`config.mk`:
```
export PLATFORM = sky130hd
export DESIGN_NAME = lru_state
export DESIGN_NICKNAME = d
export VERILOG_FILES = /design/src/source/icache_pkg.sv /design/src/source/lru_state.sv
export VERILOG_INCLUDE_DIRS = /design/src /design/src/source
export SDC_FILE = /design/constraint.sdc
export NUM_CORES = 1
export LEC_CHECK = 0
export ABC_AREA = 1
export BUFFER_PORTS_ARGS = -buffer_cell sky130_fd_sc_hd__buf_2
export CAP_MARGIN = 10
export CORE_UTILIZATION = 55
export DETAILED_ROUTE_END_ITERATION = 7
export PLACE_DENSITY = 0.8
export SLEW_MARGIN = 20
export SYNTH_ARGS = -nofsm -noshare
export SYNTH_HDL_FRONTEND = slang
export SYNTH_SLANG_ARGS = --single-unit
```
`constraint.sdc`:
```
create_clock -name CLK -period 1.1 [get_ports CLK]
set_clock_uncertainty 0.05 [all_clocks]
set_input_delay 0 -clock CLK [delete_from_list [all_inputs] [get_ports CLK]]
set_output_delay 0 -clock CLK [all_outputs]
set_load 0.01 [all_outputs]
```
`src/source/icache_macros.svh`:
```
// icache geometry constants shared by the package and the RTL
`ifndef ICACHE_MACROS_SVH
`define ICACHE_MACROS_SVH

// sets and ways
`define ICACHE_NUM_SETS           128
`define ICACHE_INDEX_WIDTH        7
`define ICACHE_NUM_WAYS           2

// physical block address is {tag, index}
`define ICACHE_TAG_WIDTH          22
`define ICACHE_BLOCK_ADDR_WIDTH   29

// block and fetch word sizes
`define ICACHE_FETCH_BYTES        16
`define ICACHE_FETCHES_PER_BLOCK  2
`define ICACHE_FETCH_OFFSET_WIDTH 1
`define ICACHE_BLOCK_BITS         256

`endif

```
`src/source/icache_pkg.sv`:
```
// icache package with the types shared across the cache datapath
`include "icache_macros.svh"

package icache_pkg;

    typedef logic [`ICACHE_INDEX_WIDTH-1:0]        index_t;
    typedef logic [`ICACHE_TAG_WIDTH-1:0]          tag_t;
    typedef logic [`ICACHE_FETCH_OFFSET_WIDTH-1:0] fetch_off_t;
    typedef logic [$clog2(`ICACHE_NUM_WAYS)-1:0]   way_t;
    typedef logic [`ICACHE_FETCH_BYTES*8-1:0]      fetch_word_t;

    // tag in the upper bits, index in the lower bits
    typedef logic [`ICACHE_BLOCK_ADDR_WIDTH-1:0]   block_addr_t;

    // fetch word 0 sits in the low half
    typedef logic [`ICACHE_BLOCK_BITS-1:0]         block_data_t;

    typedef struct packed {
        logic valid;
        tag_t tag;
    } tag_entry_t;

    // data array row is {index, fetch offset}
    typedef logic [`ICACHE_INDEX_WIDTH+`ICACHE_FETCH_OFFSET_WIDTH-1:0] data_index_t;

    // pick one fetch word out of a full block
    function automatic fetch_word_t block_word(block_data_t blk, fetch_off_t off);
        return blk[off * $bits(fetch_word_t) +: $bits(fetch_word_t)];
    endfunction

endpackage

```
`src/source/lru_state.sv`:
```
// lru_state: one LRU bit per set, written on core hit feedback
`timescale 1ns/10ps
`include "icache_macros.svh"

module lru_state (
    input  logic               CLK,
    input  logic               nRST,

    // hit feedback from the core
    input  logic               hit_valid,
    input  icache_pkg::way_t   hit_way,
    input  icache_pkg::index_t hit_index,

    // victim lookup for the miss handler
    input  icache_pkg::index_t victim_index,
    output icache_pkg::way_t   victim_way
);

    // bit set names the way to replace next
    logic [`ICACHE_NUM_SETS-1:0] lru_bits;

    assign victim_way = lru_bits[victim_index];

    always_ff @(posedge CLK or negedge nRST) begin
        if (!nRST) begin
            lru_bits <= '0;
        end else if (hit_valid) begin
            // way not hit becomes LRU
            lru_bits[hit_index] <= ~hit_way;
        end
    end

endmodule

```
# After elaboration in Yosys (flattened, before gate mapping)
# Index checks and enable logic that the tools add are counted.
[word_totals]
regBits = 128
latchBits = 0
ramBits = 0
romBits = 0
output_inout_bits = 1
elab_cells = 11
memories = 0
[op_classes]
n_addsub = 0
n_mul = 0
div_mod_pow = 0
magnitude_cmp = 3
eq_ne = 0
n_shift = 0
mux = 5
n_bitwise = 1
n_reduce_logical = 1
[op_table]
columns = ["op", "count"]
rows = [
  ["128-bit bitwise mux", 1],
  ["7-bit by 8-bit less-than comparator with 1-bit output, second input constant", 2],
  ["1-bit binary-select mux with 7-bit select", 1],
  ["1-bit demux with 7-bit select", 1],
  ["7-bit by 1-bit >= comparator with 1-bit output, second input constant", 1],
  ["1-bit 2-to-1 mux", 2],
  ["1-bit logical AND", 1],
  ["1-bit inverter", 1],
]

# Logic depth before layout (Yosys ltp)
[depth]
depth_word = 5
ltp_mapped = 12
mapped_depth_nobuf = 11

# Worst setup path before layout
# No wires, ideal clock.
[synth_timing]
path_type = "input-to-reg"
startpoint = "in hit_index[0]"
endpoint = "reg lru_bits[23]"
t_arrival_ns = 1.002
required_time_ns = 0.909
slack_ns = -0.093
stages = 5
path_cell_list = "buf_6 > inv_4 > nor4_4 > buf_2 > a31oi_1"
[synth_between]
elab_chain_len = 5
word_cells_on_any_way = 6
classes_between = "order compare: 2; mux: 3; reduce/logical: 1"
[synth_rtl]
columns = ["element", "line", "text"]
rows = [
  ["from (decl)", "lru_state.sv:12", "input icache_pkg::index_t hit_index,"],
  ["7-bit by 8-bit less-than comparator with 1-bit output (not written as such) or 7-bit by 1-bit >= comparator with 1-bit output (tied branches)", "lru_state.sv:29", "lru_bits[hit_index] <= ~hit_way;"],
  ["1-bit logical AND (not written as such)", "lru_state.sv:29", ""],
  ["1-bit 2-to-1 mux (not written as such)", "lru_state.sv:29", ""],
  ["1-bit demux with 7-bit select *", "lru_state.sv:29", ""],
  ["128-bit bitwise mux *", "lru_state.sv:29", ""],
  ["to (signal, indexed assignment)", "lru_state.sv:29", ""],
  ["to (decl)", "lru_state.sv:20", "logic [`ICACHE_NUM_SETS-1:0] lru_bits;"],
]
# Every way passes the cells marked *; elsewhere a longest branch is shown, timed or not.
# A chain may end at the register's enable or synchronous reset.

# Worst setup path after layout
[layout_timing]
startpoint = "reg lru_bits[57]"
endpoint = "out victim_way"
[layout_between]
elab_chain_len = 2
[layout_rtl]
columns = ["element", "line", "text"]
rows = [
  ["1-bit binary-select mux with 7-bit select", "lru_state.sv:22", "assign victim_way = lru_bits[victim_index];"],
  ["1-bit 2-to-1 mux (not written as such)", "lru_state.sv:22", ""],
  ["to (decl)", "lru_state.sv:16", "output icache_pkg::way_t victim_way"],
]
# No other way between the ends. The select of a mux whose other input is x is not followed.

==> metrics.txt <==
hold_ws between 0.08 and 0.09 ns; max-cap violations 0; Syn Nets ~800; Layout area overhead 23.3%; sw frac about a quarter; Rows 39; dpl hpwl roughly 12000 microns; first-pass GRT wire length between 30000 and 40000 microns; drt initial violations ~670; Crit. End Element primary output; clock sink total between 100 and 150; Final WS setup -0.725 ns; vias in the first global route about 6000; DR WL met2 approximately 9100 microns; Via-to-Cell Ratio between 6 and 7; commonest non-fill, non-tap cell in the layout nand2_1; required time of the critical path 1.05 ns; internal power roughly 10000 uW; Flop pwr share between 40% and 50%; pwr/cell area 1690 nW/um^2; clock buffer depth 2; Synth Cell Area 6580 sq um; layout cells sized above 1 around a fifth; WS Path Type reg -> out; clock network fraction of design power ~43%; Final ANT Viol Nets 0; VDD IR-drop max approximately 1.3 mV; status complete, but fails checks; pins over their slew limit 0; Die X approximately 110 microns; initial core utilization a little under three fifths; Core Area roughly 12000 sq um; detailed-route wire length between 15000 and 20000 microns; max reg flops approximately 130; Max Fclk 0.548 GHz; initial antenna violation count 0; Met1 Wirelength 7560 microns; met3 WL slightly below 2000 microns; failing checks design-rule violations, negative setup slack; Yosys reg bits between 100 and 150; final worst path period share 166%; area of the die ~12000 sq um; GPL Wtd Cong 0.890; minimum clock period around 1.8 ns; Util after Layout just over 70%; post-synthesis sequential area ratio 48.7%; Warnings, synthesis 0; n_diodes 0; GRT overflow 0; # H-tree levels 4; post-synth cell types 20; CTS tree yes; Sw Pwr 3660 uW; RSZ-0062 raised after global routing true; crit-path max FO 2; biggest regs lru_bits x128; worst hold path class in -> reg; clk root buf clkbuf_16; final setup violation count 1; register clock-pin slew on the reported worst setup and hold paths around 0.05 ns; # IOs 19; DR vias around 6400; Slew @ Worst Pin between 0.5 and 0.6 ns; Worst-Skew Late Latency 0.43 ns; syn_area_per_cell 8.27 sq um; Remaining DRCs 4; DR pass1 iterations 8; P_leak about 0.0037 uW; final net count about 870; CTS Buf Count 17; most frequent cells in the layout 165 x nand2_1, 128 x dfrtp_1, 118 x a31oi_1; Die Ht 111 microns; DR WL/cell 19.2 microns; worst slew margin relative to its limit between 60 and 70%; Comb power frac 15.9%; Hold Vio Cnt, Final 0; GRT Total Usage 32.8%; CP arrival about 1.8 ns; # port buffers 18; DR top layer met4; largest net degree at the start of global routing slightly below 90; Mapped Cells slightly below 800; Reg with most FFs lru_bits; CP Launch Type register
## through the flow
step                      total power (uW)  area [sq um]  setup TNS (ns)  worst slack [ns]  cells
after floorplan                       7010          6660           -1.37           -0.0321    796
after global placement                7740          7430          -10.21            -0.343    970
after detailed placement              7860          7430          -15.33            -0.343    970
after CTS                            13700          8100          -0.686            -0.686   1004
after global routing                 14200          8110          -0.830            -0.830   1004
final                                13700          8110          -0.725            -0.725   1004
## worst paths after layout
check | from | to | slack (ns) | cells past startpoint
min reg2reg | lru_bits[8]$_DFFE_PN0P_ | lru_bits[8]$_DFFE_PN0P_ | 0.45 | 2
max in group asynchronous | nRST | lru_bits[98]$_DFFE_PN0P_ | 0.46 | 3
max | lru_bits[57]$_DFFE_PN0P_ | victim_way | -0.73 | 11
min | hit_index[3] | lru_bits[56]$_DFFE_PN0P_ | 0.09 | 5
min in group asynchronous | nRST | lru_bits[57]$_DFFE_PN0P_ | 0.10 | 3
max reg2reg | lru_bits[102]$_DFFE_PN0P_ | lru_bits[102]$_DFFE_PN0P_ | 0.24 | 3
## power groups by stage
stage                     Sequential [uW]  Combinational (uW)  Clock (uW)
after detailed placement             5740                2120           0
after global placement               5730                2010           0
after global routing                 5760                2420        6070
after CTS                            5690                2160        5890
after floorplan                      5650                1360           0
final                                5700                2180        5840
## synth_stat cells (all sizes together)
cell	n	area, sq um
nand2	168	631
a31oi	118	738
buf	41	245
nor4	6	128
clkbuf	32	120
inv	27	106
nor2	20	75.1
mux2i	2	20.0
a21oi	119	618
nor3	11	75.1
dfrtp	128	3200
nand3	115	576
o21ai	9	45.0
## timing repair
item / in CTS / in global routing
setup endpoints to repair: 1 / 1
pin swaps: 7 / 4
buffers inserted: 0 / 0
cloned: 0 / 0
gates resized for setup: 8 / 3
hold endpoints to repair: 136 / 0
hold buffers: 2 / 0
## logic make-up after synthesis
kind of cell           count (synthesis)  share of synthesized area (%)
and+or+nand+nor                      320                           22.6
AOI/OAI and AO/OA                    246                           21.3
DFF                                  128                           48.7
buffers and inverters                100                           7.17
muxes                                  2                          0.304
## worst max-delay path: stages, from the launching register on
cell and delay, ns:
dfrtp_1 0.39, a21oi_1 0.14, o21ai_1 0.08, nand3_1 0.10
nand3_2 0.11, nand2_2 0.11, nand2_2 0.05, nand3_2 0.06
nand2_2 0.08, nand2_1 0.06, nand2_1 0.06, buf_6 0.12
## per-layer routing
layer	up-vias	GRT usage [%]
met5	-	0
met3	61	8.49
met2	412	51.1
met1	3011	43.3
li1	2938	-
met4	0	15.3
## final cells by class
class	instances	area, sq um
tap	143	179
inverter	27	124
sequential	128	3200
multi-input combinational	568	2960
fill	834	3400
clock inverter	8	126
clock buffer	24	492
timing repair buffer	106	1030
No activity file was read; power rests on OpenSTA's default activity.
