<file path="config.mk">
export PLATFORM = sky130hd
export DESIGN_NAME = miss_handler
export DESIGN_NICKNAME = d
export VERILOG_FILES = /design/src/source/icache_pkg.sv /design/src/source/miss_handler.sv
export VERILOG_INCLUDE_DIRS = /design/src /design/src/source
export SDC_FILE = /design/constraint.sdc
export NUM_CORES = 1
export LEC_CHECK = 0
export BUFFER_PORTS_ARGS = -buffer_cell sky130_fd_sc_hd__buf_2
export CORE_AREA = 3 3 315 317
export DETAILED_ROUTE_END_ITERATION = 8
export DIE_AREA = 0 0 318 320
export PLACE_DENSITY = 0.3
export SETUP_SLACK_MARGIN = 0.3
export SYNTH_ARGS = -nofsm -noshare
export SYNTH_HDL_FRONTEND = slang
export SYNTH_SLANG_ARGS = --single-unit
</file>
<file path="constraint.sdc">
create_clock -name CLK -period 16.12 [get_ports CLK]
set_input_delay 0 -clock CLK [delete_from_list [all_inputs] [get_ports CLK]]
set_output_delay 0 -clock CLK [all_outputs]
set_load 0.02 [all_outputs]
</file>
<file path="src/source/icache_macros.svh">
// icache geometry constants shared by the package and the RTL
`ifndef ICACHE_MACROS_SVH
`define ICACHE_MACROS_SVH

// sets and ways
`define ICACHE_NUM_SETS           128
`define ICACHE_INDEX_WIDTH        7
`define ICACHE_NUM_WAYS           2

// physical block address is {tag, index}
`define ICACHE_TAG_WIDTH          22
`define ICACHE_BLOCK_ADDR_WIDTH   29

// block and fetch word sizes
`define ICACHE_FETCH_BYTES        16
`define ICACHE_FETCHES_PER_BLOCK  2
`define ICACHE_FETCH_OFFSET_WIDTH 1
`define ICACHE_BLOCK_BITS         256

`endif

</file>
<file path="src/source/icache_pkg.sv">
// icache package with the types shared across the cache datapath
`include "icache_macros.svh"

package icache_pkg;

    typedef logic [`ICACHE_INDEX_WIDTH-1:0]        index_t;
    typedef logic [`ICACHE_TAG_WIDTH-1:0]          tag_t;
    typedef logic [`ICACHE_FETCH_OFFSET_WIDTH-1:0] fetch_off_t;
    typedef logic [$clog2(`ICACHE_NUM_WAYS)-1:0]   way_t;
    typedef logic [`ICACHE_FETCH_BYTES*8-1:0]      fetch_word_t;

    // tag in the upper bits, index in the lower bits
    typedef logic [`ICACHE_BLOCK_ADDR_WIDTH-1:0]   block_addr_t;

    // fetch word 0 sits in the low half
    typedef logic [`ICACHE_BLOCK_BITS-1:0]         block_data_t;

    typedef struct packed {
        logic valid;
        tag_t tag;
    } tag_entry_t;

    // data array row is {index, fetch offset}
    typedef logic [`ICACHE_INDEX_WIDTH+`ICACHE_FETCH_OFFSET_WIDTH-1:0] data_index_t;

    // pick one fetch word out of a full block
    function automatic fetch_word_t block_word(block_data_t blk, fetch_off_t off);
        return blk[off * $bits(fetch_word_t) +: $bits(fetch_word_t)];
    endfunction

endpackage

</file>
<file path="src/source/miss_handler.sv">
// miss_handler: single miss register, L2 request and response, fill of both arrays
`timescale 1ns/10ps
`include "icache_macros.svh"

module miss_handler (
    input  logic                               CLK,
    input  logic                               nRST,

    // miss feedback from the core
    input  logic                               miss_valid,
    input  icache_pkg::tag_t                   core_miss_tag,
    input  icache_pkg::index_t                 resp_index,
    input  logic                               index_match,
    input  icache_pkg::way_t                   victim_way,

    // L2 request
    output logic                               l2_req_valid,
    output icache_pkg::block_addr_t            l2_req_addr,
    input  logic                               l2_req_ready,

    // L2 response
    input  logic                               l2_resp_valid,
    input  icache_pkg::block_addr_t            l2_resp_addr,
    input  icache_pkg::block_data_t            l2_resp_data,

    // array writes
    output logic [`ICACHE_NUM_WAYS-1:0]        tag_wen,
    output logic [`ICACHE_NUM_WAYS-1:0]        data_wen,
    output icache_pkg::index_t                 tag_windex,
    output icache_pkg::data_index_t            data_windex,
    output icache_pkg::tag_entry_t             tag_wdata,
    output icache_pkg::fetch_word_t            data_wdata,

    // fill state for the response stage
    output logic                               bypass_active,
    output icache_pkg::index_t                 miss_index,
    output icache_pkg::tag_t                   miss_tag,
    output icache_pkg::way_t                   miss_way,
    output icache_pkg::block_data_t            miss_block
);

    import icache_pkg::*;

    localparam fetch_off_t LAST_OFF = fetch_off_t'(`ICACHE_FETCHES_PER_BLOCK - 1);

    // control part of the miss register
    logic        mreg_valid;
    logic        next_valid;
    logic        requested;
    logic        next_requested;
    logic        data_valid;
    logic        next_data_valid;
    fetch_off_t  fill_off;
    fetch_off_t  next_fill_off;
    logic        settle;
    logic        next_settle;

    // payload part
    index_t      next_index;
    tag_t        next_tag;
    way_t        next_way;
    block_data_t next_block;

    logic                         same_addr;
    logic                         resp_match;
    logic [`ICACHE_NUM_WAYS-1:0]  way_mask;

    assign l2_req_valid  = mreg_valid && !requested;
    assign l2_req_addr   = {miss_tag, miss_index};
    assign bypass_active = mreg_valid && (data_valid || settle);

    assign same_addr  = mreg_valid && index_match && (core_miss_tag == miss_tag);
    assign resp_match = l2_resp_valid && (l2_resp_addr == l2_req_addr);

    // ------------------------------
    // fill writes
    // ------------------------------
    assign way_mask    = `ICACHE_NUM_WAYS'(1) << miss_way;
    assign data_wen    = data_valid ? way_mask : '0;
    assign data_windex = {miss_index, fill_off};
    assign data_wdata  = block_word(miss_block, fill_off);

    // tag goes in with the last fetch word
    assign tag_wen    = (data_valid && (fill_off == LAST_OFF)) ? way_mask : '0;
    assign tag_windex = miss_index;
    assign tag_wdata  = '{valid: 1'b1, tag: miss_tag};

    // ------------------------------
    // next state
    // ------------------------------
    always_comb begin
        next_valid      = mreg_valid;
        next_requested  = requested;
        next_data_valid = data_valid;
        next_fill_off   = fill_off;
        next_settle     = 1'b0;
        next_index      = miss_index;
        next_tag        = miss_tag;
        next_way        = miss_way;
        next_block      = miss_block;

        if (data_valid) begin
            // one fetch word per cycle
            if (fill_off == LAST_OFF) begin
                next_data_valid = 1'b0;
                next_settle     = 1'b1;
            end else begin
                next_fill_off = fill_off + 1'b1;
            end
        end else if (miss_valid && !l2_req_valid && !same_addr) begin
            // new miss, an unaccepted L2 request keeps its address
            next_valid     = 1'b1;
            next_requested = 1'b0;
            next_fill_off  = '0;
            next_index     = resp_index;
            next_tag       = core_miss_tag;
            next_way       = victim_way;
        end else if (settle) begin
            next_valid = 1'b0;
        end else if (mreg_valid) begin
            if (resp_match) begin
                // response can beat the ready, so it also closes the request
                next_requested  = 1'b1;
                next_data_valid = 1'b1;
                next_fill_off   = '0;
                next_block      = l2_resp_data;
            end else if (!requested && l2_req_ready) begin
                next_requested = 1'b1;
            end
        end
    end

    always_ff @(posedge CLK or negedge nRST) begin
        if (!nRST) begin
            mreg_valid <= 1'b0;
            requested  <= 1'b0;
            data_valid <= 1'b0;
            fill_off   <= '0;
            settle     <= 1'b0;
        end else begin
            mreg_valid <= next_valid;
            requested  <= next_requested;
            data_valid <= next_data_valid;
            fill_off   <= next_fill_off;
            settle     <= next_settle;
        end
    end

    always_ff @(posedge CLK) begin
        miss_index <= next_index;
        miss_tag   <= next_tag;
        miss_way   <= next_way;
        miss_block <= next_block;
    end

endmodule

</file>
# == Word level (Yosys, flattened, before mapping) ==
# Cells that the tools add are included.
# word_totals
regBits,291
inputBits,321
out_inout_bits,487
word_cells,65
# op_classes
n_addsub,1
eq_ne,4
shift,2
mux,23
bitwise_logic,3
reduce_logical,23
# ops
operator,n
indexed part select 256 x 9 -> 128 bit,1
== test 29 bit,1
== test 22 bit,1
two-way mux 1 bit,21
logical AND 1 bit,9
nonzero test 3 bit,3
AND reduction 5 bit,1
two-way mux 2 bit,2
AND reduction 2 bit,2
AND reduction 4 bit,1
nonzero test 2 bit,2
zero test 1 bit,3
"!= test 3 x 2 -> 1 bit, second input constant",1
inverter 1 bit,3
AND reduction 3 bit,1
"!= test 2 x 1 -> 1 bit, second input constant",1
"left shift 1 x 1 -> 2 bit, first input constant",1
"adder 1 bit, second input constant",1
logical OR 1 bit,1

# == Logic depth before layout (Yosys ltp) ==
# depth
ltp_word,7
depth_mapped,5
mapped_depth_nobuf,5

# == Worst setup path before layout ==
# No wires, ideal clock.
# synth_timing
path_type,register to register
start,register miss_tag[9]
end,register miss_block[0] (enable)
setup_ns,0.878
t_arrival_ns,12.300
t_required_ns,15.242
slack_ns,2.942
path_stages_with_launch,6
path_buffers,0
cell_sequence,edfxtp_1 xor2_1 or4_1 nor4_2 a21oi_1 nor2_1
# synth_via
elab_chain_len,6
# synth_lines
element,line_no,text
"start, declared",miss_handler.sv:37,"output icache_pkg::tag_t miss_tag,"
"start signal, assigned",miss_handler.sv:151,miss_tag <= next_tag;
== test 22 bit,miss_handler.sv:72,assign same_addr = mreg_valid && index_match && (core_miss_tag == miss_tag);
logical AND 1 bit,miss_handler.sv:72,
zero test 1 bit,miss_handler.sv:110,end else if (miss_valid && !l2_req_valid && !same_addr) begin
logical AND 1 bit,miss_handler.sv:110,
inverter 1 bit (no source line),n/a,
AND reduction 5 bit (no source line) *,n/a,
"end signal, assigned",miss_handler.sv:153,miss_block <= next_block;
"end, declared",miss_handler.sv:39,output icache_pkg::block_data_t miss_block
# Every way passes the cells marked *; elsewhere a longest branch is shown, timed or not.
# A chain may end at the register's enable or synchronous reset.

# == Worst setup path after layout ==
# layout_timing
start,register miss_index[4]
end,register miss_block[219] (enable)
# layout_via
elab_chain_len,3
# layout_lines
element,line_no,text
"start, declared",miss_handler.sv:36,"output icache_pkg::index_t miss_index,"
"start signal, assigned",miss_handler.sv:150,miss_index <= next_index;
== test 29 bit,miss_handler.sv:73,assign resp_match = l2_resp_valid && (l2_resp_addr == l2_req_addr);
logical AND 1 bit,miss_handler.sv:73,
AND reduction 5 bit (no source line),n/a,
# No other way between the ends.

==> results.json <==
{
  "ys_seq_area_share_pct": 76.41,
  "die_area_sq_um": 101800,
  "h-tree-depth": 2,
  "rows": 114,
  "setup_viol": 0,
  "r2r_start": "miss_index[4]$_DFFE_PP_",
  "synth-seq-cells": 291,
  "clock-sinks": 291,
  "cts_max_path_buffers": 3,
  "drt_iter0_markers": 329,
  "clk_pin_slew_worst_paths_ns": 0.05,
  "drt_pass1_iterations": 4,
  "insertion_delay_ns": 0.57,
  "finalCritPeriodShare_pct": 29.37,
  "grt_max_degree": 71,
  "cts_root_buffer": "clkbuf_16",
  "cts_made_buffers": 38,
  "cp_slowest_cell": "buf_4",
  "drv_cap": 0,
  "gp_congestion": 0.8425,
  "yosysUniqueCellTypes": 28,
  "dp.final_hpwl_mm": 43.60,
  "tns_ns": 0,
  "chipHeight_um": 320,
  "final-hold-violation-count": 0,
  "status": "completed",
  "core_area_sq_um": 96570,
  "multi_input_area_sq_um": 2143,
  "drive_gt1_share_pct": 59.13,
  "grt_overflow_total": 0,
  "final_nets": 1981,
  "worst_pin_slew_ns": 1.017,
  "grt_setup_unrepaired": "no",
  "slowest_delay_ns": 0.86,
  "cts_tree": "yes",
  "power.density_nw_per_um2": 90.14,
  "nFillCells": 10480,
  "path_class": "reg2reg",
  "io_pins": 808,
  "holdPathEnd": "requested$_DFFE_PN0P_",
  "rr_endpoint": "miss_block[219]$_DFFE_PP_",
  "end_kind": "flop",
  "slew_viol_final": 0,
  "routed_wl_mm": 54.46,
  "worstHoldStart": "l2_resp_addr[12]",
  "wl_per_cell_um": 18.37,
  "slew_headroom_pct": 32.17,
  "cp.arrival_ns": 4.90,
  "reg2regPathDepth": 9,
  "vias": 9421,
  "max_freq_mhz": 211.2,
  "period_minus_slack_ns": 4.734,
  "reg2reg_slack_ns": 11.39,
  "critPathMaxFanout": 70,
  "start_util_pct": 11.81,
  "grt_pass1_vias": 10700,
  "power_mw": 1.864,
  "hold_depth": 6,
  "drcViolationCount": 0,
  "grt_pass1_wl_mm": 76.10,
  "ant_nets": 0,
  "synth_cells": 596,
  "critPathLaunchType": "flop",
  "io_buffers": 806,
  "syn_area_per_cell_sq_um": 19.13,
  "synthToLayoutAreaGrowth_pct": 81.36,
  "seqCellArea_sq_um": 8717,
  "required_ns": 16.29,
  "p_leak_nw": 8.317,
  "die_width_um": 318,
  "antenna_found_initial": 8,
  "ys.warnings.count": 0,
  "syn_nets": 917,
  "clock_skew_ns": 0.02743,
  "min_path_type": "in2reg",
  "cts_setup_buffers": 0,
  "grt_util_all_layers_pct": 10.17,
  "peakVddDrop_v": 0.00007125,
  "crit_path_cell_trace": "xnor2_1 > nand4_1 > dlygate4sd3_1 > nor2_1 > dlygate4sd3_1 > nand3_1 > nor2_4 > buf_4 > buf_4",
  "syn_area_sq_um": 11400,
  "vias_per_cell": 3.178
}
-- cell usage after synthesis (all sizes together) --
cell type,number,share of area (%)
and2,2,0.11
nor4,2,0.16
edfxtp,286,75
or4,1,0.066
or2,1,0.055
xnor2,47,3.6
o21ai,1,0.044
clkbuf,10,0.33
mux2,128,13
and3,2,0.11
nor3,2,0.088
buf,72,4.6
o22ai,1,0.055
xor2,4,0.31
nand2,1,0.033
inv,2,0.066
nand3,3,0.13
dfrtp,5,1.1
nor2,8,0.26
nor2b,1,0.055
nand4,11,0.60
a21oi,3,0.13
a31oi,1,0.055
a211oi,1,0.066
conb,1,0.033
-- cells in the final DEF, fill, tap and decap left out, types with 2 or more instances in the layout --
| cell type | instances |
|---|---|
| buf_2 | 806 |
| dlygate4sd3_1 | 293 |
| edfxtp_1 | 286 |
| mux2_2 | 127 |
| xnor2_1 | 47 |
| clkbuf_16 | 39 |
| nand4_1 | 11 |
| clkinv_2 | 9 |
| nor2_1 | 7 |
| clkbuf_1 | 7 |
| buf_4 | 7 |
| clkinv_1 | 6 |
| xor2_1 | 4 |
| dfrtp_1 | 4 |
| nand3_1 | 3 |
| a21oi_1 | 3 |
| bufinv_16 | 3 |
| diode_2 | 2 |
| and2_1 | 2 |
| inv_1 | 2 |
| nor3_1 | 2 |
| and3_1 | 2 |
| clkinv_8 | 2 |
-- metal layers --
layer	wire length [um]	global-route usage (%)	part of all wire, %	vias to the layer above
met5	27	0	0.050	-
met4	1309	3.009	2.4	4
met3	3910	2.968	7.2	63
met2	29820	19.77	55	459
met1	19390	10.42	36	4547
li1	-	-	-	4348
-- worst max path at each step --
| stage | startpoint | endpoint | slack (ns) | cells past startpoint |
|---|---|---|---|---|
| 6_report | miss_index[4]$_DFFE_PP_ | miss_block[219]$_DFFE_PP_ | 11.39 | 9 |
| 4_1_cts | miss_index[4]$_DFFE_PP_ | miss_block[237]$_DFFE_PP_ | 11.32 | 9 |
| 3_3_place_gp | miss_tag[9]$_DFFE_PP_ | miss_block[106]$_DFFE_PP_ | 11.63 | 7 |
| 3_5_place_dp | miss_tag[2]$_DFFE_PP_ | miss_block[176]$_DFFE_PP_ | 11.62 | 7 |
| 2_1_floorplan | miss_tag[9]$_DFFE_PP_ | miss_block[0]$_DFFE_PP_ | 2.94 | 5 |
| 5_1_grt | miss_tag[19]$_DFFE_PP_ | miss_block[219]$_DFFE_PP_ | 11.06 | 9 |
-- power by group --
part           switching, mW  total [mW]  internal, mW
logic                 0.0820       0.181        0.0994
registers             0.0109       0.852         0.841
clock network          0.341       0.831         0.490
-- what timing repair did --
action	in CTS	in global routing
hold buffers	293	0
hold endpoints to repair	293	0
gates resized for setup	0	0
-- registers in the layout, indices dropped and copies added, names as in the netlist --
name and flops:
miss_way 1, data_valid 1, mreg_valid 1, miss_tag 22, settle 1, requested 1
fill_off 1, miss_block 256, miss_index 7
-- critical path, delay by kind of cell, from the launching register on --
kind	cells	cell delay, ns
buffers and inverters	4	2.70
flip-flops	1	0.50
XOR/XNOR	1	0.25
AND/OR/NAND/NOR	4	0.76
-- metrics by stage --
step                setup WS (ns)  hold slack (ns)  utilization (%)  area (sq um)  cells
finish                      11.39          0.06833            21.42         20680   2964
global route                11.06          0.07749            21.41         20680   2962
detailed placement          11.62          -0.1717            17.14         16550   2603
CTS                         11.32         0.006890            21.41         20680   2962
floorplan                   2.942          -0.2956                -         11400    596
global placement            11.63          -0.1673            17.14         16550   2603
-- cells by family (layout without fill, tap and decap cells) --
| logic type | count (synthesis) | in the layout | share of synthesized area [%] |
|---|---|---|---|
| multiplexers | 128 | 128 | 12.64 |
| other | 1 | 3 | 0.03288 |
| XOR/XNOR | 51 | 51 | 3.917 |
| AND/OR/NAND/NOR | 34 | 34 | 1.679 |
| flip-flops | 291 | 291 | 76.41 |
| AO/OA/AOI/OAI | 7 | 7 | 0.3511 |
| buffers and inverters | 84 | 1174 | 4.970 |
-- layout make-up --
| class | count | area share [%] |
|---|---|---|
| sequential | 291 | 42.15 |
| timing repair buffer | 1106 | 33.94 |
| multi-input combinational | 221 | 10.36 |
| tap | 1276 | 7.720 |
| clock buffer | 46 | 4.846 |
| clock inverter | 20 | 0.9196 |
| inverter | 2 | 0.03630 |
| antenna | 2 | 0.02420 |
Power figures use the tool's default switching activity.
