==> src/source/icache_macros.svh <==
// icache geometry constants shared by the package and the RTL
`ifndef ICACHE_MACROS_SVH
`define ICACHE_MACROS_SVH

// sets and ways
`define ICACHE_NUM_SETS           128
`define ICACHE_INDEX_WIDTH        7
`define ICACHE_NUM_WAYS           2

// physical block address is {tag, index}
`define ICACHE_TAG_WIDTH          22
`define ICACHE_BLOCK_ADDR_WIDTH   29

// block and fetch word sizes
`define ICACHE_FETCH_BYTES        16
`define ICACHE_FETCHES_PER_BLOCK  2
`define ICACHE_FETCH_OFFSET_WIDTH 1
`define ICACHE_BLOCK_BITS         256

`endif

==> src/source/icache_pkg.sv <==
// icache package with the types shared across the cache datapath
`include "icache_macros.svh"

package icache_pkg;

    typedef logic [`ICACHE_INDEX_WIDTH-1:0]        index_t;
    typedef logic [`ICACHE_TAG_WIDTH-1:0]          tag_t;
    typedef logic [`ICACHE_FETCH_OFFSET_WIDTH-1:0] fetch_off_t;
    typedef logic [$clog2(`ICACHE_NUM_WAYS)-1:0]   way_t;
    typedef logic [`ICACHE_FETCH_BYTES*8-1:0]      fetch_word_t;

    // tag in the upper bits, index in the lower bits
    typedef logic [`ICACHE_BLOCK_ADDR_WIDTH-1:0]   block_addr_t;

    // fetch word 0 sits in the low half
    typedef logic [`ICACHE_BLOCK_BITS-1:0]         block_data_t;

    typedef struct packed {
        logic valid;
        tag_t tag;
    } tag_entry_t;

    // data array row is {index, fetch offset}
    typedef logic [`ICACHE_INDEX_WIDTH+`ICACHE_FETCH_OFFSET_WIDTH-1:0] data_index_t;

    // pick one fetch word out of a full block
    function automatic fetch_word_t block_word(block_data_t blk, fetch_off_t off);
        return blk[off * $bits(fetch_word_t) +: $bits(fetch_word_t)];
    endfunction

endpackage

==> src/source/resp_stage.sv <==
// resp_stage: lookup register, array read addresses and per-way response with fill bypass
`timescale 1ns/10ps
`include "icache_macros.svh"

module resp_stage (
    input  logic                                               CLK,
    input  logic                                               nRST,

    // core request
    input  logic                                               core_req_valid,
    input  icache_pkg::index_t                                 core_req_index,
    input  icache_pkg::fetch_off_t                             core_req_offset,

    // array read ports
    output logic                                               tag_ren,
    output logic                                               data_ren,
    output icache_pkg::index_t                                 tag_rindex,
    output icache_pkg::data_index_t                            data_rindex,
    input  icache_pkg::tag_entry_t  [`ICACHE_NUM_WAYS-1:0]     tag_rdata,
    input  icache_pkg::fetch_word_t [`ICACHE_NUM_WAYS-1:0]     data_rdata,

    // fill state from the miss handler
    input  logic                                               bypass_active,
    input  icache_pkg::index_t                                 miss_index,
    input  icache_pkg::tag_t                                   miss_tag,
    input  icache_pkg::way_t                                   miss_way,
    input  icache_pkg::block_data_t                            miss_block,

    // response
    output icache_pkg::index_t                                 resp_index,
    output logic                                               index_match,
    output logic [`ICACHE_NUM_WAYS-1:0]                        valid_by_way,
    output icache_pkg::tag_t        [`ICACHE_NUM_WAYS-1:0]     tag_by_way,
    output icache_pkg::fetch_word_t [`ICACHE_NUM_WAYS-1:0]     instr_by_way
);

    import icache_pkg::*;

    logic       resp_valid;
    fetch_off_t resp_offset;

    // both arrays read straight from the request
    assign tag_ren     = core_req_valid;
    assign data_ren    = core_req_valid;
    assign tag_rindex  = core_req_index;
    assign data_rindex = {core_req_index, core_req_offset};

    always_ff @(posedge CLK or negedge nRST) begin
        if (!nRST) begin
            resp_valid  <= 1'b0;
            resp_index  <= '0;
            resp_offset <= '0;
        end else begin
            resp_valid  <= core_req_valid;
            resp_index  <= core_req_index;
            resp_offset <= core_req_offset;
        end
    end

    assign index_match = resp_valid && (resp_index == miss_index);

    // ------------------------------
    // per-way response
    // ------------------------------
    always_comb begin
        for (int w = 0; w < `ICACHE_NUM_WAYS; w++) begin
            valid_by_way[w] = tag_rdata[w].valid;
            tag_by_way[w]   = tag_rdata[w].tag;
            instr_by_way[w] = data_rdata[w];
        end

        // arrays may still be stale during the fill, take the buffered block
        if (bypass_active && index_match) begin
            valid_by_way[miss_way] = 1'b1;
            tag_by_way[miss_way]   = miss_tag;
            instr_by_way[miss_way] = block_word(miss_block, resp_offset);
        end
    end

endmodule

==> config.mk <==
export PLATFORM = sky130hd
export DESIGN_NAME = resp_stage
export DESIGN_NICKNAME = d
export VERILOG_FILES = /design/src/source/icache_pkg.sv /design/src/source/resp_stage.sv
export VERILOG_INCLUDE_DIRS = /design/src /design/src/source
export SDC_FILE = /design/constraint.sdc
export NUM_CORES = 1
export LEC_CHECK = 0
export BUFFER_PORTS_ARGS = -buffer_cell sky130_fd_sc_hd__buf_2
export CORE_AREA = 5 5 354 356
export CTS_CLUSTER_DIAMETER = 30
export DETAILED_ROUTE_END_ITERATION = 16
export DIE_AREA = 0 0 359 361
export SETUP_SLACK_MARGIN = 0.4
export SLEW_MARGIN = 10
export SYNTH_ARGS = -nofsm -noshare
export SYNTH_HDL_FRONTEND = slang
export SYNTH_SLANG_ARGS = --single-unit
export TNS_END_PERCENT = 1
==> constraint.sdc <==
create_clock -name CLK -period 2.6 [get_ports CLK]
set_input_delay 0.13 -clock CLK [delete_from_list [all_inputs] [get_ports CLK]]
set_output_delay 0.13 -clock CLK [all_outputs]
set_load 0.02 [all_outputs]
[Word-level counts from Yosys, hierarchy flattened]
Index checks and enable logic that the tools add are counted.
Widths: inputs -> output; s select.
Operators by class
  multiply operators: 0
  muxes and demuxes: 11
  $lt $le $gt $ge: 2
  add/subtract/negate cells: 0
  bitwise logic cells: 1
  reductions and logical operators: 3
  div/mod/pow operators: 0
  equality and inequality tests: 1
  shift operators: 1
Operator list (count)
  $bwmux 256: 1
  $mux 256: 1
  $shiftx 256x9->128: 1
  $demux 128 s1: 1
  $mux 128: 1
  $bwmux 44: 1
  $mux 44: 1
  $demux 22 s1: 1
  $mux 22: 1
  $eq 7x7->1: 1
  $logic_and 1x1->1: 3
  $lt 1x2->1 const B: 1
  $mux 2: 1
  $or 2x2->2: 1
  $demux 1 s1: 1
  $ge 1x1->1 const B: 1
  $mux 1: 1
Word-level totals
  memory bits (read-only): 0
  word-level logic and storage cells: 22
  bits in latches: 0
  register bits: 9
  bits in writable memories: 0
  memories: 0

[Logic depth before layout (Yosys ltp)]
Gate-level depths: netlist (run 1).
  depth in word-level cells: 6
  depth in mapped cells: 6

[Least setup slack after synthesis (run 1)]
OpenSTA, ideal clock, no wires.
  path kind: reg-to-output
  start point: register resp_index[4]
  end point: output port instr_by_way[100] (netlist name)
  buffers on the path: 2
  setup slack: 0.491 ns
  data required time: 2.470 ns
  data arrival time: 1.979 ns
  stages on the path, launching flop included: 7
  path through: dfrtp_1 -> xnor2_1 -> nand4_1 -> nor4_4 -> buf_4 -> buf_4 -> mux2_1
RTL lines
  from (decl): RTL line resp_stage.sv:30  | output icache_pkg::index_t resp_index,
  from (signal assigned): RTL line resp_stage.sv:55  | resp_index <= core_req_index;
  to (decl): RTL line resp_stage.sv:34  | output icache_pkg::fetch_word_t [`ICACHE_NUM_WAYS-1:0] instr_by_way

==> out/results.ini, run 1 <==
[outcome]
status = complete, but fails checks
violations = setup timing

[timing]
setup-violations-final = 64
fin_ws_ns = -0.04953
fin_crit_ns = 2.650
fin_crit_sh = 1.019
tns_ns = -1.234
finalHoldViolations = 0
maxSlewViolCount = 0
fmax_ghz = 0.3774
tightest_slew_ns = 0.5896
grt_setup_unrepaired = yes
relSlewSlack = 0.6069

[hold_path]
hold_depth = 1
hold_start = core_req_index[4]
hold_class = in -> reg
holdPathEnd = resp_index[4]

[routing]
routed_wirelength_um = 88100
detailedRoute.firstPassIterationCount = 4
wl_per_cell_um = 28.60
ant_nets = 0
viasPerCell = 2.973
post-route-drc-count = 0
initialDrtViolationCount = 574
num_vias = 9158

[die]
rows = 128
dieArea_sq_um = 129600
die_h_um = 361
core_sq_um = 121400
start_util = 0.04608
die_x_um = 359
pin_count = 927

[clocking]
htree_levels = 1
cts_sinks = 9
clockBufferDepth = 2
root_buffer = clkbuf_16
cts_tree = done
cts_buffers = 3
path_clk_slew_ns = 0.04

[logic_synthesis]
synth.area.top_cells = mux2_2 (50%), mux2_1 (36%), buf_4 (5.0%), dfrtp_1 (4.0%), buf_2 (1.1%)
synth_nets = 1119
synth_seq_cells = 9
synth_area_sq_um = 5594
ys.warnings.count = 0
synth_top_cell_by_area = mux2_2
synth_top_area_share = 0.5032
syn_avg_cell_area_sq_um = 10.78
synthDistinctLibCells = 16
ys_seq_area_frac = 0.04026
synthCells = 519

[grt]
grt.overflow.total = 0
track_usage = 0.1245
grt_antenna_before_repair = 127
grt_max_degree = 68
grt_pass1_vias = 9146
grt_pass1_wl_um = 104900

[placement]
place_ws_ns = 0.1039
gp_congestion = 1.011
post-dp-hpwl_um = 79670
io_buffer_count = 926
placed_area_sq_um = 12180

[layout]
nFillCells = 14140
regArea_sq_um = 229.0
multi_input_area_sq_um = 5210
fin_util = 0.1112
synthToLayoutAreaGrowth_pct = 141.3
final_layout_size_suffix_gt1_frac = 0.8894
num-nets-final = 2029
design_area_sq_um = 13500

[worst_setup_path]
worstPathArrival_ns = 2.52
cp-end-kind = output pin
crit_type = reg -> out
start_kind = flop
path_max_fanout = 22
cp.required_ns = 2.47

[run]
cap_violations = 0

[power_and_ir_drop]
power.density_nw_per_um2 = 193.1
power_leakage_nw = 6.169
vdd_ir_drop_max_mv = 0.1499

stage by stage:
stage                     std cells  total power (W)  hold slack (ns)
after floorplan                 519        0.0009864          -0.1656
after global placement         3029         0.002210        -0.009551
after detailed placement       3029         0.002220       -0.0008482
after CTS                      3048         0.002585          0.02144
after global routing           3058         0.002745          0.02695
final                          3080         0.002606          0.02862
kinds of logic (layout without fill, tap and decap cells):
| logic type | after synthesis | count (layout) | synth area share |
|---|---|---|---|
| other | 0 | 27 | 0 |
| buffers and inverters | 67 | 976 | 0.07247 |
| AO/OA/AOI/OAI | 3 | 3 | 0.005145 |
| flip-flops | 9 | 9 | 0.04026 |
| multiplexers | 428 | 428 | 0.8616 |
| AND/OR/NAND/NOR | 7 | 7 | 0.01275 |
| XOR/XNOR | 5 | 5 | 0.007828 |
cell type report:
class	count	area share
tap	1625	0.1506
multi-input combinational	443	0.3860
inverter	4	0.001112
antenna	27	0.005006
timing repair buffer	968	0.4345
clock buffer	4	0.005840
sequential	9	0.01696
worst max-delay path, stage by stage (launching register included):
cell and delay [ns]:
dfrtp_1 0.38, xnor2_1 0.17, nand4_1 0.16, buf_4 0.17, nor4_4 0.31, buf_12 0.19, buf_12 0.14, buf_16 0.20
mux2_1 0.34, buf_2 0.17
per-layer routing:
metal  vias up  track usage  routed length [um]
met5         -            0                 395
met3       160      0.06542               11940
met2       825       0.1999               39530
li1       3814            -                   -
met4        60      0.01529                1657
met1      4299       0.1524               34580
cell usage in the layout, fill, tap and decap left out, types with 6 or more instances in the layout:
master,instances
clkbuf_16,6
buf_2,831
dfrtp_1,8
buf_8,7
buf_16,10
diode_2,27
mux2_1,136
mux2_4,60
mux2_2,232
buf_6,55
buf_4,48
buf_12,13
state kept, by name, indices dropped and copies added, names as in the netlist:
name	flops
resp_index	7
resp_offset	1
resp_valid	1
how the worst max path moves through the flow:
stage / from / end
finish: resp_index[4] / instr_by_way[84]
global placement: resp_index[5] / instr_by_way[232]
floorplan: resp_index[4] / instr_by_way[100]
global route: resp_index[4] / instr_by_way[84]
detailed placement: resp_index[4] / instr_by_way[232]
CTS: resp_index[0] / tag_by_way[43]
what timing repair did:
action / 4_1_cts / 5_1_grt
setup endpoints to repair: 302 / 302
hold buffers: 1 / 0
setup buffers: 11 / 2
pin swaps: 3 / 3
resized for setup: 142 / 118
gates cloned: 3 / 3
endpoints found under the hold margin: 9 / 0
power by group:
part           leakage, nW  switching (W)  internal, W
clock               0.0383      0.0000661     0.000205
combinational         6.03        0.00125     0.000931
sequential           0.104     0.00000607     0.000148
synthesized netlist by cell type:
cell,count
nor2_1,1
inv_1,4
o221ai_1,1
clkbuf_1,14
buf_2,12
buf_4,37
o2111ai_1,1
nand2b_1,1
nand4_1,1
o2111a_1,1
nor4_4,2
dfrtp_1,9
mux2_2,250
xnor2_1,5
or2_2,2
mux2_1,178
(Power assumes the default switching activity.)
==> inputs of run 2 (changes only) <==
--- a/config.mk
+++ b/config.mk
@@ -11,8 +11,9 @@
 export CTS_CLUSTER_DIAMETER = 30
 export DETAILED_ROUTE_END_ITERATION = 16
 export DIE_AREA = 0 0 359 361
-export SETUP_SLACK_MARGIN = 0.4
-export SLEW_MARGIN = 10
+export SETUP_SLACK_MARGIN = 0.02
+export SKIP_CTS_REPAIR_TIMING = 1
+export SLEW_MARGIN = 15
 export SYNTH_ARGS = -nofsm -noshare
 export SYNTH_HDL_FRONTEND = slang
 export SYNTH_SLANG_ARGS = --single-unit
==> run 2 against run 1 <==
  * The flow still finishes with violations (setup timing)
  * Core utilization is 0.13 points lower
  * Sequential power hardly changed
  * Die area stayed put
  * Clock power about the same
  * Largest cell class unchanged
==> out/results.ini, run 2 (synthesized netlist as in run 1, its figures left out) <==
[outcome]
status = complete, but fails checks
violations = setup timing

[clocking]
root_buffer = clkbuf_16
cts_tree = done
cts_buffers = 3  ; unchanged
clockBufferDepth = 2  ; unchanged
path_clk_slew_ns = 0.04  ; about the same
htree_levels = 1  ; unchanged
cts_sinks = 9  ; unchanged

[power_and_ir_drop]
seqPwrFrac = 0.060  ; about the same
switching_power_w = 0.001321  ; about the same
power.share.clock = 0.104  ; about the same
swShare = 0.5136  ; +0.006347
vdd_ir_drop_max_mv = 0.1415  ; -5.6%
cellInternalPower_w = 0.001251  ; -2.6%
p_comb_frac = 0.835  ; -0.002
power.density_nw_per_um2 = 192.8  ; -0.14%
power_leakage_nw = 6.087  ; -1.3%

[timing]
tightest_slew_ns = 0.5798  ; -0.009830 ns
fin_crit_sh = 1.015  ; -0.003867
fin_ws_ns = -0.03947  ; +0.01006 ns
fin_crit_ns = 2.639  ; -0.01006 ns
finalHoldViolations = 0  ; unchanged
tns_ns = -0.7504  ; +0.4832 ns
grt_setup_unrepaired = yes
fmax_ghz = 0.3789  ; +0.38%
relSlewSlack = 0.6135  ; +0.006554
holdWs_ns = 0.02761  ; -0.001009 ns
setup-violations-final = 53  ; -17%
maxSlewViolCount = 0  ; unchanged

[layout]
final_layout_size_suffix_gt1_frac = 0.8817  ; -0.007703
top_regs = resp_index: 7 flops, resp_offset: 1 flops, resp_valid: 1 flops
stdcell_count = 3079  ; -0.032%
final_common_cell = buf_2
top_register = resp_index
final_cell_mix = buf_2 (859), mux2_2 (236), mux2_1 (148)
largest_reg_flops = 7  ; unchanged
design_area_sq_um = 13340  ; -1.2%
nFillCells = 14170  ; +0.18%
num-nets-final = 2029  ; unchanged
fin_util = 0.1099  ; -0.001319
synthToLayoutAreaGrowth_pct = 138.4

[run]
cap_violations = 0  ; unchanged

[grt]
grt_max_degree = 68  ; unchanged
track_usage = 0.1207  ; -0.003823
grt.overflow.total = 0  ; unchanged
grt_pass1_wl_um = 101800  ; -3.0%
grt_pass1_vias = 9011  ; -1.5%
grt_antenna_before_repair = 131  ; +3.1%

[worst_setup_path]
path_max_fanout = 7  ; -68%
crit_type = reg -> out
worstPathArrival_ns = 2.51  ; about the same
start_kind = flop
cp.required_ns = 2.47  ; about the same
cp-end-kind = output pin

[routing]
ant_nets = 0  ; unchanged
initialDrtViolationCount = 566  ; -1.4%
viasPerCell = 2.986  ; +0.41%
post-route-drc-count = 0  ; unchanged
routed_wirelength_um = 87850  ; -0.29%
wl_per_cell_um = 28.53  ; -0.25%
detailedRoute.firstPassIterationCount = 4  ; unchanged
num_vias = 9193  ; +0.38%

[die]
pin_count = 927  ; unchanged
start_util = 0.04608  ; unchanged
rows = 128  ; unchanged
core_sq_um = 121400  ; unchanged
die_h_um = 361  ; unchanged
die_x_um = 359  ; unchanged
dieArea_sq_um = 129600  ; unchanged

[hold_path]
holdPathEnd = resp_index[4]
hold_class = in -> reg
hold_depth = 1  ; unchanged
hold_start = core_req_index[4]

[placement]
placed_area_sq_um = 12180  ; unchanged
dpl.cell_count = 3029  ; unchanged
gp_congestion = 1.011  ; unchanged
io_buffer_count = 926  ; unchanged
post-dp-hpwl_um = 79670  ; unchanged

-- run 2: cell count changes in the layout (fill, tap and decap cells not counted), moves of 5 or more --
cell    change
buf_4      -21
buf_6       -5
buf_12      -5
mux2_4     -16
buf_2      +28
mux2_1     +12
-- run 2: metal layers --
layer / track usage / part of all wire / wire length, um
met5: 0 / 0.0049 / 430
met3: 0.07036 / 0.15 / 13120
met4: 0.01467 / 0.022 / 1918
met2: 0.1913 / 0.44 / 38950
met1: 0.1455 / 0.38 / 33430
-- run 2: area by class of cell --
class | instances | area (sq um) | share of cell area
antenna | 26 | 65.06 | 0.004878
clock buffer | 4 | 78.83 | 0.005910
inverter | 4 | 15.01 | 0.001126
multi-input combinational | 443 | 5169 | 0.3875
sequential | 9 | 229.0 | 0.01717
tap | 1625 | 2033 | 0.1524
timing repair buffer | 968 | 5748 | 0.4310
-- run 2: power groups by stage --
stage | logic [W] | registers (W) | clock network (W)
3_5_place_dp | 0.00206 | 0.000156 | 0
2_1_floorplan | 0.000825 | 0.000161 | 0
5_1_grt | 0.00227 | 0.000155 | 0.000288
4_1_cts | 0.00208 | 0.000154 | 0.000276
6_report | 0.00215 | 0.000155 | 0.000269
3_3_place_gp | 0.00205 | 0.000155 | 0
-- run 2: how the worst max path moves through the flow --
stage | start | to | slack [ns]
4_1_cts | resp_index[4] | instr_by_way[232] | -0.16
5_1_grt | resp_index[3] | tag_by_way[7] | -0.15
3_5_place_dp | resp_index[4] | instr_by_way[232] | 0.10
6_report | resp_index[3] | instr_by_way[64] | -0.04
2_1_floorplan | resp_index[4] | instr_by_way[100] | 0.49
3_3_place_gp | resp_index[5] | instr_by_way[232] | 0.14
-- run 2: metrics by stage --
step | setup slack (ns) | power (W)
after floorplan | 0.4907 | 0.0009864
after global placement | 0.1428 | 0.002210
after detailed placement | 0.1039 | 0.002220
after CTS | -0.1562 | 0.002506
after global routing | -0.1484 | 0.002715
final | -0.03947 | 0.002572
-- run 2: critical path, stage by stage, from the launching register on --
cell,delay [ns]
dfrtp_1,0.40
xnor2_2,0.24
o2111ai_4,0.19
nor4_4,0.32
clkbuf_16,0.22
buf_16,0.18
buf_4,0.17
mux2_2,0.37
buf_2,0.18
